## src/common/sb_params.svh

```systemverilog
// scoreboard sizing parameters
// queue depth, write-back port count and datapath widths

`ifndef SB_PARAMS_SVH
`define SB_PARAMS_SVH

// queue depth, must stay a power of two for the full flag
`define SB_NR_ENTRIES 8

// number of functional unit write-back ports
`define SB_NR_WB_PORTS 2

// integer data word width
`define SB_XLEN 32

// register index width, 32 architectural registers
`define SB_REG_ADDR_W 5

`endif

```

## src/common/instr_pkg.sv

```systemverilog
// instruction level types
// functional units, register indices and data words seen by decode and execute

`include "sb_params.svh"

package instr_pkg;

  // ----------------------------------------------------------------------
  // functional units
  // ----------------------------------------------------------------------
  // NONE has no write-back and completes on its own
  typedef enum logic [2:0] {
    NONE   = 3'd0,
    ALU    = 3'd1,
    BRANCH = 3'd2,
    LOAD   = 3'd3,
    STORE  = 3'd4,
    MULT   = 3'd5
  } fu_t;

  // ----------------------------------------------------------------------
  // operand types
  // ----------------------------------------------------------------------
  // architectural register index
  typedef logic [`SB_REG_ADDR_W-1:0] reg_addr_t;

  // integer data word
  typedef logic [`SB_XLEN-1:0] xlen_t;

endpackage

```

## src/common/sb_pkg.sv

```systemverilog
// scoreboard level types
// transaction ids, occupancy count and the stored slot record

`include "sb_params.svh"

package sb_pkg;

  import instr_pkg::*;

  // slot index bits, also the transaction id width
  localparam int unsigned TRANS_ID_W = $clog2(`SB_NR_ENTRIES);

  typedef logic [TRANS_ID_W-1:0] trans_id_t;

  // one extra bit so a full queue is distinguishable from an empty one
  typedef logic [TRANS_ID_W:0] sb_cnt_t;

  // one queue slot as seen by clobber, forwarding and commit
  typedef struct packed {
    logic      issued;
    logic      done;
    fu_t       fu;
    reg_addr_t rd;
    xlen_t     result;
  } sb_slot_t;

endpackage

```

## src/hw/scoreboard/sb_clobber.sv

```systemverilog
// destination register clobber report
// functional unit of the pending writer for each register

`timescale 1ns/1ps
`include "sb_params.svh"

module sb_clobber (
  input  sb_pkg::sb_slot_t [`SB_NR_ENTRIES-1:0]       slots_i,
  output instr_pkg::fu_t   [2**`SB_REG_ADDR_W-1:0]    rd_clobber_o
);

  import instr_pkg::*;

  // ----------------------------------------------------------------------
  // per-register owner search
  // ----------------------------------------------------------------------
  always_comb begin
    // default is no pending writer
    for (int r = 0; r < 2**`SB_REG_ADDR_W; r++) begin
      rd_clobber_o[r] = NONE;
    end

    // walk down so the lowest slot index is written last and wins
    for (int i = `SB_NR_ENTRIES - 1; i >= 0; i--) begin
      if (slots_i[i].issued) begin
        rd_clobber_o[slots_i[i].rd] = slots_i[i].fu;
      end
    end

    // x0 is hardwired and never pending
    rd_clobber_o[0] = NONE;
  end

endmodule

```

## src/hw/scoreboard/sb_entry_mem.sv

```systemverilog
// scoreboard slot storage
// issue write, unit-less completion, write-back by transaction id,
// commit clear and flush of the per-slot flags

`timescale 1ns/1ps
`include "sb_params.svh"

module sb_entry_mem (
  input  logic                                            clk_i,
  input  logic                                            rst_ni,
  input  logic                                            flush_i,
  input  logic                                            issue_en_i,
  input  logic                                            commit_ack_i,
  input  sb_pkg::trans_id_t                               issue_ptr_i,
  input  sb_pkg::trans_id_t                               commit_ptr_i,
  input  instr_pkg::fu_t                                  decoded_fu_i,
  input  instr_pkg::reg_addr_t                            decoded_rd_i,
  input  logic              [`SB_NR_WB_PORTS-1:0]         wb_valid_i,
  input  sb_pkg::trans_id_t [`SB_NR_WB_PORTS-1:0]         wb_trans_id_i,
  input  instr_pkg::xlen_t  [`SB_NR_WB_PORTS-1:0]         wb_data_i,
  output sb_pkg::sb_slot_t  [`SB_NR_ENTRIES-1:0]          slots_o
);

  import instr_pkg::*;

  // control flags
  logic [`SB_NR_ENTRIES-1:0] issued_q, issued_n;
  logic [`SB_NR_ENTRIES-1:0] done_q, done_n;

  // payload
  fu_t       [`SB_NR_ENTRIES-1:0] fu_q;
  reg_addr_t [`SB_NR_ENTRIES-1:0] rd_q;
  xlen_t     [`SB_NR_ENTRIES-1:0] result_q;

  // ----------------------------------------------------------------------
  // flag update
  // ----------------------------------------------------------------------
  always_comb begin
    issued_n = issued_q;
    done_n   = done_q;

    // new entry at the issue pointer, result not yet present
    if (issue_en_i) begin
      issued_n[issue_ptr_i] = 1'b1;
      done_n[issue_ptr_i]   = 1'b0;
    end

    // no functional unit means nothing to wait for
    for (int i = 0; i < `SB_NR_ENTRIES; i++) begin
      if (issued_q[i] && fu_q[i] == NONE) begin
        done_n[i] = 1'b1;
      end
    end

    // write-back only lands on slots still in flight
    for (int p = 0; p < `SB_NR_WB_PORTS; p++) begin
      if (wb_valid_i[p] && issued_q[wb_trans_id_i[p]]) begin
        done_n[wb_trans_id_i[p]] = 1'b1;
      end
    end

    // retire the head slot
    if (commit_ack_i) begin
      issued_n[commit_ptr_i] = 1'b0;
      done_n[commit_ptr_i]   = 1'b0;
    end

    // flush wins over every other update
    if (flush_i) begin
      issued_n = '0;
      done_n   = '0;
    end
  end

  always_ff @(posedge clk_i or negedge rst_ni) begin
    if (!rst_ni) begin
      issued_q <= '0;
      done_q   <= '0;
    end else begin
      issued_q <= issued_n;
      done_q   <= done_n;
    end
  end

  // ----------------------------------------------------------------------
  // payload write
  // ----------------------------------------------------------------------
  always_ff @(posedge clk_i) begin
    if (issue_en_i) begin
      fu_q[issue_ptr_i] <= decoded_fu_i;
      rd_q[issue_ptr_i] <= decoded_rd_i;
    end
    // result stored with the same rule as the done flag
    for (int p = 0; p < `SB_NR_WB_PORTS; p++) begin
      if (wb_valid_i[p] && issued_q[wb_trans_id_i[p]]) begin
        result_q[wb_trans_id_i[p]] <= wb_data_i[p];
      end
    end
  end

  // slot records for clobber, forwarding and commit
  always_comb begin
    for (int i = 0; i < `SB_NR_ENTRIES; i++) begin
      slots_o[i].issued = issued_q[i];
      slots_o[i].done   = done_q[i];
      slots_o[i].fu     = fu_q[i];
      slots_o[i].rd     = rd_q[i];
      slots_o[i].result = result_q[i];
    end
  end

  // units never retire onto the same transaction id in one cycle
  for (genvar i = 0; i < `SB_NR_WB_PORTS; i++) begin : g_wb_a
    for (genvar j = i + 1; j < `SB_NR_WB_PORTS; j++) begin : g_wb_b
      wb_id_unique: assert property (
        @(posedge clk_i) disable iff (!rst_ni)
        wb_valid_i[i] && wb_valid_i[j] |-> wb_trans_id_i[i] != wb_trans_id_i[j])
        else $error("two write-back ports share a transaction id");
    end
  end

  // commit stage only retires a completed head
  commit_head_done: assert property (
    @(posedge clk_i) disable iff (!rst_ni) commit_ack_i |-> done_q[commit_ptr_i])
    else $error("commit acknowledged on an incomplete slot");

endmodule

```

## src/hw/scoreboard/sb_operand_fwd.sv

```systemverilog
// operand forwarding for two source registers
// fixed priority: write-back port 0, port 1, then stored results by slot index

`timescale 1ns/1ps
`include "sb_params.svh"

module sb_operand_fwd (
  input  sb_pkg::sb_slot_t  [`SB_NR_ENTRIES-1:0]   slots_i,
  input  logic              [`SB_NR_WB_PORTS-1:0]  wb_valid_i,
  input  sb_pkg::trans_id_t [`SB_NR_WB_PORTS-1:0]  wb_trans_id_i,
  input  instr_pkg::xlen_t  [`SB_NR_WB_PORTS-1:0]  wb_data_i,
  input  instr_pkg::reg_addr_t                     rs1_addr_i,
  input  instr_pkg::reg_addr_t                     rs2_addr_i,
  output instr_pkg::xlen_t                         rs1_data_o,
  output instr_pkg::xlen_t                         rs2_data_o,
  output logic                                     rs1_valid_o,
  output logic                                     rs2_valid_o
);

  import instr_pkg::*;

  // one source lookup, first hit in priority order is kept
  function automatic void fwd_lookup(input reg_addr_t addr, output xlen_t data,
                                     output logic valid);
    logic hit;
    hit  = 1'b0;
    data = '0;
    // results on the write-back ports in this very cycle
    for (int p = 0; p < `SB_NR_WB_PORTS; p++) begin
      if (!hit && wb_valid_i[p] && slots_i[wb_trans_id_i[p]].issued &&
          slots_i[wb_trans_id_i[p]].rd == addr) begin
        hit  = 1'b1;
        data = wb_data_i[p];
      end
    end
    // results already held in the queue
    for (int i = 0; i < `SB_NR_ENTRIES; i++) begin
      if (!hit && slots_i[i].issued && slots_i[i].done && slots_i[i].rd == addr) begin
        hit  = 1'b1;
        data = slots_i[i].result;
      end
    end
    // x0 reads from the register file
    valid = hit && (addr != '0);
  endfunction

  always_comb begin
    fwd_lookup(rs1_addr_i, rs1_data_o, rs1_valid_o);
    fwd_lookup(rs2_addr_i, rs2_data_o, rs2_valid_o);
  end

endmodule

```

## src/hw/scoreboard/sb_pointers.sv

```systemverilog
// scoreboard queue pointers
// issue pointer, commit pointer and occupancy count with the full flag

`timescale 1ns/1ps
`include "sb_params.svh"

module sb_pointers (
  input  logic              clk_i,
  input  logic              rst_ni,
  input  logic              flush_i,
  input  logic              issue_en_i,
  input  logic              commit_ack_i,
  output sb_pkg::trans_id_t issue_ptr_o,
  output sb_pkg::trans_id_t commit_ptr_o,
  output logic              full_o
);

  import sb_pkg::*;

  trans_id_t issue_ptr_q;
  trans_id_t commit_ptr_q;
  sb_cnt_t   cnt_q;

  // pointers wrap naturally at the queue depth
  always_ff @(posedge clk_i or negedge rst_ni) begin
    if (!rst_ni) begin
      issue_ptr_q  <= '0;
      commit_ptr_q <= '0;
      cnt_q        <= '0;
    end else if (flush_i) begin
      // flush empties the queue
      issue_ptr_q  <= '0;
      commit_ptr_q <= '0;
      cnt_q        <= '0;
    end else begin
      issue_ptr_q  <= issue_ptr_q + trans_id_t'(issue_en_i);
      commit_ptr_q <= commit_ptr_q + trans_id_t'(commit_ack_i);
      // count up on issue, down on commit
      cnt_q        <= cnt_q + sb_cnt_t'(issue_en_i) - sb_cnt_t'(commit_ack_i);
    end
  end

  assign issue_ptr_o  = issue_ptr_q;
  assign commit_ptr_o = commit_ptr_q;

  // top bit set means depth reached, depth is a power of two
  assign full_o = cnt_q[$bits(sb_cnt_t)-1];

  // occupancy stays within the queue depth across issue and commit
  cnt_in_range: assert property (
    @(posedge clk_i) disable iff (!rst_ni) cnt_q <= sb_cnt_t'(`SB_NR_ENTRIES))
    else $error("scoreboard occupancy above queue depth");

endmodule

```

## src/hw/scoreboard/scoreboard_top.sv

```systemverilog
// instruction scoreboard
// in-order issue and commit over an 8-slot circular queue with
// out-of-order write-back, clobber report and operand forwarding

`timescale 1ns/1ps
`include "sb_params.svh"

module scoreboard_top (
  input  logic                                            clk_i,
  input  logic                                            rst_ni,
  input  logic                                            flush_i,
  input  logic                                            flush_unissued_i,
  input  logic                                            unresolved_branch_i,
  input  logic                                            decoded_valid_i,
  input  instr_pkg::fu_t                                  decoded_fu_i,
  input  instr_pkg::reg_addr_t                            decoded_rd_i,
  output logic                                            decoded_ack_o,
  output logic                                            issue_valid_o,
  output sb_pkg::trans_id_t                               issue_trans_id_o,
  input  logic                                            issue_ack_i,
  input  logic              [`SB_NR_WB_PORTS-1:0]         wb_valid_i,
  input  sb_pkg::trans_id_t [`SB_NR_WB_PORTS-1:0]         wb_trans_id_i,
  input  instr_pkg::xlen_t  [`SB_NR_WB_PORTS-1:0]         wb_data_i,
  output logic                                            commit_valid_o,
  output instr_pkg::fu_t                                  commit_fu_o,
  output instr_pkg::reg_addr_t                            commit_rd_o,
  output instr_pkg::xlen_t                                commit_result_o,
  output sb_pkg::trans_id_t                               commit_trans_id_o,
  input  logic                                            commit_ack_i,
  input  instr_pkg::reg_addr_t                            rs1_addr_i,
  output instr_pkg::xlen_t                                rs1_data_o,
  output logic                                            rs1_valid_o,
  input  instr_pkg::reg_addr_t                            rs2_addr_i,
  output instr_pkg::xlen_t                                rs2_data_o,
  output logic                                            rs2_valid_o,
  output instr_pkg::fu_t    [2**`SB_REG_ADDR_W-1:0]       rd_clobber_o,
  output logic                                            sb_full_o
);

  import sb_pkg::*;

  trans_id_t                      issue_ptr;
  trans_id_t                      commit_ptr;
  logic                           full;
  logic                           issue_en;
  sb_slot_t [`SB_NR_ENTRIES-1:0]  slots;

  // ----------------------------------------------------------------------
  // issue gating
  // ----------------------------------------------------------------------
  // hold issue behind an unresolved branch or a full queue
  assign issue_valid_o    = decoded_valid_i & ~unresolved_branch_i & ~full;
  assign decoded_ack_o    = issue_ack_i & ~full;
  assign issue_trans_id_o = issue_ptr;
  // entry write, suppressed while unissued work is flushed
  assign issue_en         = decoded_valid_i & decoded_ack_o & ~flush_unissued_i;
  assign sb_full_o        = full;

  sb_pointers u_pointers (
    .clk_i        (clk_i),
    .rst_ni       (rst_ni),
    .flush_i      (flush_i),
    .issue_en_i   (issue_en),
    .commit_ack_i (commit_ack_i),
    .issue_ptr_o  (issue_ptr),
    .commit_ptr_o (commit_ptr),
    .full_o       (full)
  );

  sb_entry_mem u_entry_mem (
    .clk_i         (clk_i),
    .rst_ni        (rst_ni),
    .flush_i       (flush_i),
    .issue_en_i    (issue_en),
    .commit_ack_i  (commit_ack_i),
    .issue_ptr_i   (issue_ptr),
    .commit_ptr_i  (commit_ptr),
    .decoded_fu_i  (decoded_fu_i),
    .decoded_rd_i  (decoded_rd_i),
    .wb_valid_i    (wb_valid_i),
    .wb_trans_id_i (wb_trans_id_i),
    .wb_data_i     (wb_data_i),
    .slots_o       (slots)
  );

  sb_clobber u_clobber (
    .slots_i      (slots),
    .rd_clobber_o (rd_clobber_o)
  );

  sb_operand_fwd u_operand_fwd (
    .slots_i       (slots),
    .wb_valid_i    (wb_valid_i),
    .wb_trans_id_i (wb_trans_id_i),
    .wb_data_i     (wb_data_i),
    .rs1_addr_i    (rs1_addr_i),
    .rs2_addr_i    (rs2_addr_i),
    .rs1_data_o    (rs1_data_o),
    .rs2_data_o    (rs2_data_o),
    .rs1_valid_o   (rs1_valid_o),
    .rs2_valid_o   (rs2_valid_o)
  );

  // ----------------------------------------------------------------------
  // commit port
  // ----------------------------------------------------------------------
  // head slot presented directly, valid once its result is present
  assign commit_valid_o    = slots[commit_ptr].done;
  assign commit_fu_o       = slots[commit_ptr].fu;
  assign commit_rd_o       = slots[commit_ptr].rd;
  assign commit_result_o   = slots[commit_ptr].result;
  assign commit_trans_id_o = commit_ptr;

  // issue stage never acknowledges an instruction that was not offered
  issue_ack_offered: assert property (
    @(posedge clk_i) disable iff (!rst_ni) issue_ack_i |-> issue_valid_o)
    else $error("issue acknowledged without a valid instruction");

endmodule

```

## config.mk

```make
export PLATFORM = sky130hd
export DESIGN_NAME = scoreboard_top
export DESIGN_NICKNAME = d
export VERILOG_FILES = /design/src/common/instr_pkg.sv /design/src/common/sb_pkg.sv /design/src/hw/scoreboard/sb_clobber.sv /design/src/hw/scoreboard/sb_entry_mem.sv /design/src/hw/scoreboard/sb_operand_fwd.sv /design/src/hw/scoreboard/sb_pointers.sv /design/src/hw/scoreboard/scoreboard_top.sv
export VERILOG_INCLUDE_DIRS = /design/src /design/src/common
export SDC_FILE = /design/constraint.sdc
export NUM_CORES = 2
export LEC_CHECK = 0
export BUFFER_PORTS_ARGS = -buffer_cell sky130_fd_sc_hd__buf_2
export CORE_AREA = 2 2 289 291
export DETAILED_ROUTE_END_ITERATION = 6
export DIE_AREA = 0 0 291 293
export SLEW_MARGIN = 20
export SYNTH_ARGS = -nofsm -noshare
export SYNTH_HDL_FRONTEND = slang
export SYNTH_SLANG_ARGS = --single-unit
export TNS_END_PERCENT = 1
```

## constraint.sdc

```tcl
create_clock -name clk_i -period 4.27 [get_ports clk_i]
set_clock_uncertainty 0.05 [all_clocks]
set_input_delay 0.854 -clock clk_i [delete_from_list [all_inputs] [get_ports clk_i]]
set_output_delay 0.854 -clock clk_i [all_outputs]
set_load 0.03 [all_outputs]
```

==> impl_results.md <==
- Status: finished, violations left
- Failing checks: negative setup slack
- Clk sinks: 346
- Post-layout minimum cycle time: roughly 5 ns
- Vias: between 30000 and 40000
- CP Data Required Time: roughly 3.4 ns
- Max-cap violations: 0
- Hold_buf cts: 0
- Distinct cells, synth: between 80 and 90
- Synth area leaders: dfxtp_1, mux2i_1, nor2_1
- Internal: approximately 0.0068 W
- Syn. warnings: 0
- Most frequent cell after synthesis: nor2_1
- Core area: around 82000 sq um
- Peak per-stage delay on the critical path: approximately 0.57 ns
- Share of flip-flops with an asynchronous set or reset: under 10%
- Row count: 105
- Fin. Hold Viols: 0
- Slew margin rel.: around a fifth
- Logic gate share of total power: 20.5%
- Synth area leader: dfxtp_1
- P&R area growth vs syn: 24.0%
- Number of H-tree levels: 2
- PD cells: between 200 and 250 nW/um^2
- Buffer and inverter count on the worst path: 5
- Switching power: 0.00331 W
- Die area: 85300 sq um
- Yosys top cell area share: approximately 16%
- Synth Register Bits: 346
- Synth Flop Type: dfxtp_1
- Worst EP arrival: around 4.1 ns
- Non-Filler Instances: between 5000 and 6000
- CP Capture Type: primary output
- DRT iter0 DRCs: 5615
- Sw Share: 32.8%
- Die H: slightly below 300 um
- Critical Path Start Type: primary input
- Bufs on Longest Clock Path: 3
- Detailed-route DRC error count: 0
- Layout cells sized above 1: roughly a quarter
- Crit-path leading delay family: buffers and inverters
- Seq pwr share: between 40% and 50%
- Number of synthesized flops with an enable pin: 64
- Antenna Nets Post-Route: 0
- Cells after Synth: ~4300
- Number of global-route vias before repair: 34100
- First-pass GRT wire length: between 200000 and 250000 um
- Routed vias/inst: 6.48
- Clk_lat worst skew: 0.60 ns
- Reg clk slew, reported paths: 0.06 ns
- Overflow left after global routing: 0
- Placed cells: 5618
- CTS tree: done
- Drt first pass iters: 6
- Setup TNS: -42.85 ns
- GR Util All Layers: between 30% and 40%
- Final setup fails: 110
- CTS Buf Count: 40
- Routed wire length per instance: approximately 28 um
- Slew Viols, Final: 0
- # IOs: 310
- Layout fillers: around 8000
- Worst-margin pin slew: about 1.2 ns
- Total power: about 0.01 W
- Port buffer count: 306
- Total Wirelength: about 160000 um
- Clock network power share: a little over a third
- LEAKAGE: ~16 nW
- Slack of the critical path: -0.740 ns
- Largest net degree at the start of global routing: 87
- Crit path max-delay cell type: mux4_2
- VDD IR-drop max: 0.000344 V
- Place WS: -0.932 ns
- Hpwl dp: between 100000 and 150000 um
- Final period utilization: 117%
- Seq/Total Area, Yosys: a little under a quarter
- Cell Chain, Critical Path: buf_12, buf_6, mux2i_1, mux4_2, buf_6, xnor2_4, nor4_4, a21o_1, nor4_4, and3b_2, buf_12, a222oi_1, o211ai_1, buf_4
- Top post-synthesis cells by count: nor2_1, mux2i_1, a21oi_1
- GPL Wtd Cong: 1.01
- Antenna violations before repair: 20
- Synth Area per Inst: about 7.6 sq um
- Die X: around 290 um
- Hold/Removal Path Class: primary input to async pin
- RSZ-0062 raised after global routing: yes
- CP Class: primary input to primary output
- Clk root buf: clkbuf_16
- Starting Density: around two fifths
- Layout Nets: 4713
- Synthesized area: 32700 sq um
- Worst reg-to-reg setup slack: about 1.2 ns
- Crit Path Max Fanout: 7
- Fmax: between 150 and 200 MHz
[per-layer routing]
metal  vias up  track usage (%)  share of wire (%)
met5         -                0              0.093
met4        24             17.6                5.7
met3       593             9.47                 12
met2      2583             53.5                 42
met1     17300             46.6                 39
li1      16500                -                  -
[per-stage QoR]
| step | instance area (sq um) | hold slack [ns] | util [%] |
|---|---|---|---|
| after CTS | 40000 | 0.230 | 48.9 |
| after detailed placement | 38000 | 0.510 | 46.4 |
| after global placement | 37900 | 0.504 | 46.4 |
| after global routing | 40500 | 0.265 | 49.5 |
| final | 40500 | 0.230 | 49.5 |
| after floorplan | 32900 | 0.483 | - |
[power by group through the flow]
stage | registers [W] | logic, W | clock network (W)
floorplan | 0.00425 | 0.00147 | 0
global placement | 0.00449 | 0.00197 | 0
detailed placement | 0.00450 | 0.00201 | 0
CTS | 0.00444 | 0.00202 | 0.00356
global route | 0.00452 | 0.00220 | 0.00368
finish | 0.00449 | 0.00206 | 0.00353
[logic make-up (layout without fill, tap and decap cells)]
family / after synthesis / after routing / share of synthesized area, %
simple gates: 1514 / 1514 / 21.4
compound gates: 1238 / 1238 / 24.1
mux: 586 / 586 / 21.7
buf+inv: 492 / 838 / 6.09
flops: 346 / 346 / 23.5
xor+xnor: 101 / 101 / 2.82
fa+ha+maj: 9 / 9 / 0.367
other cells: 1 / 13 / 0.0115
[placed cells by master (no fill, tap or decap), types with 19 or more instances in the layout]
cell type and count:
edfxtp_1 64, nor2_2 30, mux2_2 69, buf_2 234, dfxtp_1 256, a21o_1 29, o21ai_0 181, nor3_1 119
buf_6 39, a211oi_2 32, nor2_1 647, xnor2_1 61, a222oi_1 25, o21ai_1 21, nand2b_1 24, a31oi_1 87
a21oi_1 382, xor2_1 31, nand2_1 324, dfrtp_1 23, mux4_2 92, o31ai_1 23, o22ai_1 38, buf_4 412
a211oi_1 139, and3_1 33, nand4_1 21, nand3b_1 35, mux2i_1 423, buf_12 59, a22oi_1 20, clkbuf_16 41
o21ai_2 24, a2111oi_0 19, nand3_1 82, o211ai_1 69
[cell type report]
type                    count  area, sq um  share of cell area, %
repair buffers            752         6010                   14.8
flip-flops and latches    346         7710                   19.0
diodes                     10         25.0                 0.0617
inverters                  15         56.3                  0.139
multi-input cells        3451        24100                   59.4
clock buffers              57         1160                   2.87
clock inverters            14          164                  0.404
well taps                1070         1340                   3.30
[registers in the layout, summed over array words and instances (netlist names)]
register and cells:
u_entry_mem.done_q 8, u_entry_mem.issued_q 8, u_entry_mem.slots_o 320, u_pointers.cnt_q 4
u_pointers.commit_ptr_o 3, u_pointers.issue_ptr_o 3
[repair_timing]
| item | CTS | global route |
|---|---|---|
| gates cloned | 1 | 1 |
| endpoints found under the setup margin | 126 | 153 |
| endpoints found under the hold margin | 0 | 0 |
| buffers inserted | 9 | 5 |
| gates resized for setup | 164 | 125 |
| pin swaps | 29 | 42 |
[final timing paths]
check | startpoint | end | cells past startpoint
max | wb_trans_id_i[3] | rs2_data_o[27] | 14
min | rst_ni | u_entry_mem.issued_q[2]$_DFF_PN0_ | 1
max reg2reg | u_entry_mem.issued_q[0]$_DFF_PN0_ | u_entry_mem.slots_o[42]$_DFF_P_ | 9
min reg2reg | u_entry_mem.slots_o[280]$_DFF_P_ | u_entry_mem.slots_o[280]$_DFF_P_ | 2
max in group asynchronous | rst_ni | u_pointers.commit_ptr_o[2]$_DFF_PN0_ | 1
min in group clk_i | decoded_rd_i[0] | u_entry_mem.slots_o[200]$_DFFE_PP_ | 1
(Power assumes the default switching activity.)
